[config.mk]
export PLATFORM = sky130hd
export DESIGN_NAME = mod_reduce_top
export DESIGN_NICKNAME = d
export VERILOG_FILES = /design/src/common/shiftadd_pkg.sv /design/src/rtl/mod_reduce_top.sv /design/src/rtl/modulus_bitlen.sv /design/src/shiftadd/shiftadd_serial_top.sv /design/src/shiftadd/shiftadd_serialized.sv
export VERILOG_INCLUDE_DIRS = /design/src /design/src/common
export SDC_FILE = /design/constraint.sdc
export NUM_CORES = 1
export LEC_CHECK = 0
export BUFFER_PORTS_ARGS = -buffer_cell sky130_fd_sc_hd__buf_2
export CAP_MARGIN = 15
export CORE_UTILIZATION = 30
export CTS_CLUSTER_DIAMETER = 60
export CTS_CLUSTER_SIZE = 12
export DETAILED_ROUTE_END_ITERATION = 10
export SETUP_SLACK_MARGIN = 0.15
export SKIP_CTS_REPAIR_TIMING = 1
export SLEW_MARGIN = 30
export SYNTH_ARGS = -nofsm -noshare
export SYNTH_HDL_FRONTEND = slang
export SYNTH_HIERARCHICAL = 1
export SYNTH_SLANG_ARGS = --single-unit
[constraint.sdc]
create_clock -name clk_i -period 18 [get_ports clk_i]
set_clock_uncertainty 0.15 [all_clocks]
set_input_delay 2.7 -clock clk_i [delete_from_list [all_inputs] [get_ports clk_i]]
set_output_delay 2.7 -clock clk_i [all_outputs]
set_load 0.01 [all_outputs]
[src/common/shiftadd_defs.svh]
`ifndef SHIFTADD_DEFS_SVH
`define SHIFTADD_DEFS_SVH

// Operand and modulus width
`define SA_DATA_W 64

// Bit length field, holds 0 to 64
`define SA_LEN_W 7

// Cycle bound for each wait on a result
`define SA_TIMEOUT 20000

`endif

[src/common/shiftadd_pkg.sv]
`include "shiftadd_defs.svh"

package shiftadd_pkg;

  typedef logic [`SA_DATA_W-1:0] data_t;
  typedef logic [`SA_LEN_W-1:0]  len_t;

  // Reduction request, x mod m
  typedef struct packed {
    data_t x;
    data_t m;
  } req_t;

  // Operand bundle for one core pass
  typedef struct packed {
    data_t x;
    data_t m;
    len_t  m_bl;  // Bit length of m
  } core_op_t;

  typedef enum logic [1:0] {
    LOAD,
    REDUCE,
    FINISH
  } red_state_t;

endpackage : shiftadd_pkg

[src/rtl/mod_reduce_top.sv]
`timescale 1ns/10ps

module mod_reduce_top (
  input  logic                clk_i,
  input  logic                rst_ni,
  input  logic                start_i,
  input  shiftadd_pkg::req_t  req_i,
  output shiftadd_pkg::data_t result_o,
  output logic                valid_o,
  output logic                busy_o
);
  import shiftadd_pkg::*;

  req_t req_q;
  len_t m_bl;
  logic start_acc;
  logic start_d1_q;
  logic start_d2_q;
  logic busy_q;

  assign start_acc = start_i && !busy_q;         // Start while busy is dropped

  always_ff @(posedge clk_i) begin
    if (start_acc) begin
      req_q <= req_i;
    end
  end

  // Delay start until m_bl is registered
  always_ff @(posedge clk_i or negedge rst_ni) begin
    if (!rst_ni) begin
      start_d1_q <= 1'b0;
      start_d2_q <= 1'b0;
      busy_q     <= 1'b0;
    end else begin
      start_d1_q <= start_acc;
      start_d2_q <= start_d1_q;
      if (start_acc) begin
        busy_q <= 1'b1;
      end else if (valid_o) begin
        busy_q <= 1'b0;
      end
    end
  end

  modulus_bitlen i_modulus_bitlen (
    .clk_i  (clk_i),
    .rst_ni (rst_ni),
    .m_i    (req_q.m),
    .m_bl_o (m_bl)
  );

  shiftadd_serial_top i_shiftadd_serial_top (
    .clk_i    (clk_i),
    .rst_ni   (rst_ni),
    .start_i  (start_d2_q),
    .x_i      (req_q.x),
    .m_i      (req_q.m),
    .m_bl_i   (m_bl),
    .result_o (result_o),
    .valid_o  (valid_o)
  );

  assign busy_o = busy_q;

endmodule : mod_reduce_top

[src/rtl/modulus_bitlen.sv]
`timescale 1ns/10ps
`include "shiftadd_defs.svh"

module modulus_bitlen (
  input  logic                clk_i,
  input  logic                rst_ni,
  input  shiftadd_pkg::data_t m_i,
  output shiftadd_pkg::len_t  m_bl_o
);
  import shiftadd_pkg::*;

  len_t bl_d;
  len_t bl_q;

  // Highest set bit wins
  always_comb begin
    bl_d = '0;
    for (int i = 0; i < `SA_DATA_W; i++) begin
      if (m_i[i]) begin
        bl_d = len_t'(i + 1);
      end
    end
  end

  always_ff @(posedge clk_i or negedge rst_ni) begin
    if (!rst_ni) begin
      bl_q <= '0;
    end else begin
      bl_q <= bl_d;
    end
  end

  assign m_bl_o = bl_q;

  // A newly latched modulus must be nonzero
  assert property (@(posedge clk_i) disable iff (!rst_ni)
    !$stable(m_i) |-> (m_i != '0));

endmodule : modulus_bitlen

[src/shiftadd/shiftadd_serial_top.sv]
`timescale 1ns/10ps

module shiftadd_serial_top (
  input  logic                clk_i,
  input  logic                rst_ni,
  input  logic                start_i,
  input  shiftadd_pkg::data_t x_i,
  input  shiftadd_pkg::data_t m_i,
  input  shiftadd_pkg::len_t  m_bl_i,
  output shiftadd_pkg::data_t result_o,
  output logic                valid_o
);
  import shiftadd_pkg::*;

  red_state_t state_q;
  red_state_t state_d;

  logic     was_reduce_q;
  logic     entered_reduce;
  logic     recurse_cond;
  logic     recurse_cond_q;
  logic     recurse_pulse;
  logic     trigger_start;
  logic     start_hold_q;
  logic     core_start;
  logic     core_valid;
  logic     done;
  data_t    core_res;
  data_t    operand_q;
  data_t    result_q;
  core_op_t core_op;

  assign recurse_cond   = (state_q == REDUCE) && core_valid && (core_res >= m_i);
  assign recurse_pulse  = recurse_cond && !recurse_cond_q;
  assign entered_reduce = (state_q == REDUCE) && !was_reduce_q;
  assign trigger_start  = entered_reduce || recurse_pulse;
  // Two-cycle start, the second cycle sees the updated operand
  assign core_start     = trigger_start || start_hold_q;
  assign done           = (state_q == REDUCE) && core_valid && (core_res < m_i);

  always_comb begin
    state_d = state_q;
    case (state_q)
      LOAD: begin
        if (start_i) begin
          state_d = REDUCE;
        end
      end
      REDUCE: begin
        if (done) begin
          state_d = FINISH;
        end
      end
      FINISH:  state_d = LOAD;
      default: state_d = LOAD;
    endcase
  end

  always_ff @(posedge clk_i or negedge rst_ni) begin
    if (!rst_ni) begin
      state_q        <= LOAD;
      was_reduce_q   <= 1'b0;
      recurse_cond_q <= 1'b0;
      start_hold_q   <= 1'b0;
    end else begin
      state_q        <= state_d;
      was_reduce_q   <= (state_q == REDUCE);
      recurse_cond_q <= recurse_cond;
      start_hold_q   <= trigger_start;
    end
  end

  // Each partial result becomes the next operand
  always_ff @(posedge clk_i) begin
    if (core_valid) begin
      operand_q <= core_res;
    end else if ((state_q == LOAD) && start_i) begin
      operand_q <= x_i;
    end
  end

  always_ff @(posedge clk_i or negedge rst_ni) begin
    if (!rst_ni) begin
      result_q <= '0;
    end else if (done) begin
      result_q <= core_res;                      // Held until next reduction ends
    end
  end

  assign core_op.x    = operand_q;
  assign core_op.m    = m_i;
  assign core_op.m_bl = m_bl_i;

  shiftadd_serialized i_shiftadd_serialized (
    .clk_i    (clk_i),
    .rst_ni   (rst_ni),
    .start_i  (core_start),
    .op_i     (core_op),
    .result_o (core_res),
    .valid_o  (core_valid)
  );

  assign result_o = result_q;
  assign valid_o  = (state_q == FINISH);

  // Core results only arrive during a reduction
  assert property (@(posedge clk_i) disable iff (!rst_ni)
    core_valid |-> (state_q == REDUCE));

endmodule : shiftadd_serial_top

[src/shiftadd/shiftadd_serialized.sv]
`timescale 1ns/10ps

module shiftadd_serialized (
  input  logic                 clk_i,
  input  logic                 rst_ni,
  input  logic                 start_i,
  input  shiftadd_pkg::core_op_t op_i,
  output shiftadd_pkg::data_t  result_o,
  output logic                 valid_o
);
  import shiftadd_pkg::*;

  typedef enum logic [2:0] {
    IDLE,
    SCAN,
    ALIGN,
    SUB,
    DONE
  } core_state_t;

  core_state_t state_q;
  core_op_t    op_q;
  data_t       scan_q;
  len_t        len_q;
  data_t       sub_q;
  data_t       result_q;
  data_t       shifted_m;
  data_t       sub_d;

  // Largest shifted copy of m not above x
  always_comb begin
    shifted_m = op_q.m << (len_q - op_q.m_bl);
    if (len_q < op_q.m_bl) begin
      sub_d = '0;                              // x already below m
    end else if (shifted_m > op_q.x) begin
      if (len_q == op_q.m_bl) begin
        sub_d = '0;
      end else begin
        sub_d = shifted_m >> 1;
      end
    end else begin
      sub_d = shifted_m;
    end
  end

  always_ff @(posedge clk_i or negedge rst_ni) begin
    if (!rst_ni) begin
      state_q <= IDLE;
    end else begin
      case (state_q)
        IDLE: begin
          if (start_i) begin
            state_q <= SCAN;
          end
        end
        SCAN: begin
          if (scan_q == '0) begin
            state_q <= ALIGN;
          end
        end
        ALIGN:   state_q <= SUB;
        SUB:     state_q <= DONE;
        DONE:    state_q <= IDLE;                // Start ignored here
        default: state_q <= IDLE;
      endcase
    end
  end

  // Datapath
  always_ff @(posedge clk_i) begin
    case (state_q)
      IDLE: begin
        if (start_i) begin
          op_q   <= op_i;
          scan_q <= op_i.x;
          len_q  <= '0;
        end
      end
      SCAN: begin
        if (scan_q != '0) begin
          scan_q <= scan_q >> 1;
          len_q  <= len_q + len_t'(1);           // One bit per cycle
        end
      end
      ALIGN: begin
        sub_q <= sub_d;
      end
      SUB: begin
        result_q <= op_q.x - sub_q;
      end
      default: begin
      end
    endcase
  end

  assign result_o = result_q;
  assign valid_o  = (state_q == DONE);

  // Subtraction never wraps below zero
  assert property (@(posedge clk_i) disable iff (!rst_ni)
    valid_o |-> (result_o <= op_q.x));

endmodule : shiftadd_serialized

==> summary.md <==
| Metric | Value |
|---|---|
| Final setup viols | 0 |
| Fill cell count | 11,150 |
| Sink Count | 608 |
| XOR/XNOR Fraction of Synth Area | 1.78% |
| Slowest cell on the critical path | a31oi_1 |
| Synthesized area per cell | between 10 and 15 sq um |
| Post-synthesis mux area share | 10.7% |
| CP max FO | 64 |
| Die area | 115,000 sq um |
| Fmax | 0.124 GHz |
| Dominant synthesized flop cell | edfxtp_1 |
| Ranking of synthesized cells by area | edfxtp_1 (46%), ha_1 (7.3%), dfrtp_1 (6.0%), nand2_1 (4.7%), mux2i_1 (3.8%) |
| RePlAce Congestion | 0.952 |
| Max-slew violations | 0 |
| Post-route ant nets | 0 |
| Reg2reg path depth | 23 |
| Final nets | between 3,000 and 4,000 |
| Post-synthesis adder-cell area fraction | 7.37% |
| Count of flip-flops with a built-in enable after synthesis | 526 |
| DRT iter0 DRCs | 2,187 |
| Cells along the critical path | ha_1 -> xnor2_4 -> buf_6 -> mux2i_1 -> o21ai_0 -> a31oi_1 -> mux2i_1 -> mux2i_1 -> nand2_1 -> o311ai_0 -> inv_1 -> ha_1 -> nand4_1 -> nor3_1 -> nand4_1 -> nor2_1 -> nand2_1 -> nor4b_1 -> o211ai_2 -> o21ai_4 -> buf_4 -> nor3_1 -> a31o_2 |
| DRC viols | 0 |
| Compound-gate portion of the synthesized area | 10.4% |
| Most common cell in the synthesized netlist | edfxtp_1 |
| Vias | 24,550 |
| #FFs+latches synth | between 600 and 700 |
| Synthesized cell area | 34,100 sq um |
| Total negative slack | 0 ns |
| Outcome | complete, no violations |
| CTS clk-pin slew, worst paths | 0.06 ns |
| Worst hold path depth | 0 |
| Critical Path Max Stage Delay | 0.75 ns |
| DPL Wire Length | 80,600 um |
| DR WL/cell | approximately 23 um |
| Io pins | 197 |
| H-tree levels | 3 |
| Clock Root Buffer | clkbuf_16 |
| Core area | 112,000 sq um |
| CP arrival | 8.30 ns |
| Detailed-route wire length | 107,000 um |
| Worst Hold Launch | start_d1_q |
| Crit path kind | reg2reg |
| Synth top area share | a little under half |
| Post-Syn Instances | 3,042 |
| Most Frequent Cell on Critical Path | mux2i_1 |
| Hold Path Sink | start_d2_q |
| Largest net degree at the start of global routing | 137 |
| Total Routing Usage GR | 18.4% |
| Crit path capture type | register |
| Yosys warnings | 6 |
| Relative slew slack | 31.2% |
| Largest family of logic cells by synthesized area | simple AND/OR/NAND/NOR gates |
| Drt pass-1 iters | 6 |
| CTS max path bufs | 3 |
| Yosys cell types | 83 |
| Post-synthesis net count | 3,373 |
| Post-synth top area cell | edfxtp_1 |
| Post-synth ARST share | 13.5% |
| First-pass GRT wire length | roughly 160,000 um |
| Port Buffers | roughly 200 |
| Chip Width | 339 um |
| Initial antenna violation count | 4 |
| Starting Density | 30.3% |
| Area of the multi-input gates | 14,700 sq um |
| Max-cap violations | 0 |
| Register area share after synthesis | 52.4% |
| WHS | approximately 0.2 ns |
| Grt ovf | 0 |
| Crit path time final | 8.05 ns |
| Vias per cell | 5.16 |
| Tcrit/Tclk final | between 40% and 50% |
| Reg area | 17,800 sq um |
| Final hold viol count | 0 |
| Simple-gate share of the synthesized area | about an eighth |
| CTS Buf Count | 68 |
| Hold Path Class | reg2reg |
| WP data required | 18.25 ns |
| Commonest cells post-synth | edfxtp_1 (526), nand2_1 (428), inv_1 (256) |
| Unrepaired setup endpoints after global routing | false |
| Synth-to-Final Area Change | 14.0% |
| Share of cells above drive strength 1 | 16.9% |
| CTS tree | built |
| Startpoint types | register |
| Clk_lat worst skew | 0.66 ns |
| Worst Tran Pin Value | 1.02 ns |
| R2R Setup Slk | 9.95 ns |
| DIE HEIGHT | 339 um |
| FP Rows | 123 |
| Vias in the first global route | 24,332 |
[worst max-delay path by stage]
stage / from / slack, ns / cells after the start / to
floorplan: req_q[30] / 6.63 / 10 / register
global placement: register / 10.00 / 23 / register
detailed placement: register / 9.92 / 23 / register
CTS: register / 9.86 / 23 / register
global route: register / 9.68 / 23 / register
finish: register / 9.95 / 23 / register
[registers in the layout, summed over array words and instances (netlist names), 7 cells and up]
signal and flops:
req_q 128, i_shiftadd_serial_top/operand_q 64, i_shiftadd_serial_top/i_shiftadd_serialized/result_o 64, i_shiftadd_serial_top/i_shiftadd_serialized/scan_q 64, i_shiftadd_serial_top/i_shiftadd_serialized/len_q 7, i_modulus_bitlen/m_bl_o 7, i_shiftadd_serial_top/i_shiftadd_serialized/sub_q 64, i_shiftadd_serial_top/i_shiftadd_serialized/op_q 135
i_shiftadd_serial_top/result_o 64
[critical path: cells and delay by family (launching register included)]
family,cells,cell delay [ns]
AOI/OAI and AO/OA,6,2.29
muxes,3,1.41
buffers and inverters,3,1.27
and+or+nand+nor,8,1.24
adders and majority gates,2,0.78
DFF,1,0.41
xor gates and xnor gates,1,0.15
[through the flow]
step                cell area (sq um)  worst slack [ns]  cells  util (%)
global placement                36600             10.00   4632      32.5
detailed placement              36600              9.92   4632      32.5
finish                          38800              9.95   4759      34.5
CTS                             38800              9.86   4758      34.5
global route                    38800              9.68   4758      34.5
floorplan                       34100              6.63   3042         -
[cell type report]
type	count	area share, %
clock buffer	102	4.87
clock inverter	24	0.905
timing repair buffer	226	3.16
tap	1500	4.83
multi-input combinational	2041	37.8
antenna	1	0.00644
sequential	608	45.9
inverter	257	2.48
[cells in the final DEF (no fill, tap or decap), drive strengths merged, types with 7 or more instances in the layout]
| cell type | Yosys | layout |
|---|---|---|
| dfrtp | 82 | 82 |
| a21o | 66 | 66 |
| clkbuf | 77 | 102 |
| mux2 | 137 | 137 |
| mux4 | 30 | 30 |
| or4 | 9 | 9 |
| and3 | 22 | 22 |
| o31ai | 19 | 19 |
| nand2 | 428 | 428 |
| nand3 | 102 | 102 |
| xor2 | 27 | 27 |
| or3 | 16 | 16 |
| o21bai | 15 | 15 |
| nor3 | 58 | 58 |
| nand4 | 45 | 45 |
| o31a | 10 | 10 |
| o21a | 17 | 17 |
| edfxtp | 526 | 526 |
| nor4 | 37 | 37 |
| o21ai | 115 | 115 |
| nor2b | 24 | 24 |
| inv | 257 | 263 |
| a211oi | 13 | 13 |
| nand2b | 13 | 13 |
| o211ai | 21 | 21 |
| buf | 59 | 226 |
| and2 | 14 | 14 |
| mux2i | 130 | 130 |
| clkinv | 0 | 7 |
| a21oi | 160 | 160 |
| or2 | 7 | 7 |
| a31o | 25 | 25 |
| a31oi | 13 | 13 |
| nor2 | 142 | 142 |
| xnor2 | 40 | 40 |
| o22ai | 9 | 9 |
| ha | 199 | 199 |
[cells by family after synthesis]
family,count (synthesis)
and+or+nand+nor,932
DFF,608
AOI/OAI and AO/OA,545
buffers and inverters,393
muxes,297
adders and majority gates,200
xor gates and xnor gates,67
[layer usage]
metal / vias to the layer above / track usage (%) / wire length [um] / part of all wire, %
met5: - / 0 / 13 / 0.012
li1: 11462 / - / - / -
met1: 12122 / 24.8 / 46900 / 44
met4: 2 / 6.43 / 3140 / 2.9
met2: 816 / 30.0 / 50700 / 47
met3: 148 / 2.78 / 6300 / 5.9
Power is left out: the tool's default activity adds up to more than one toggle a clock period on the data nets, which glitch-free logic cannot reach.
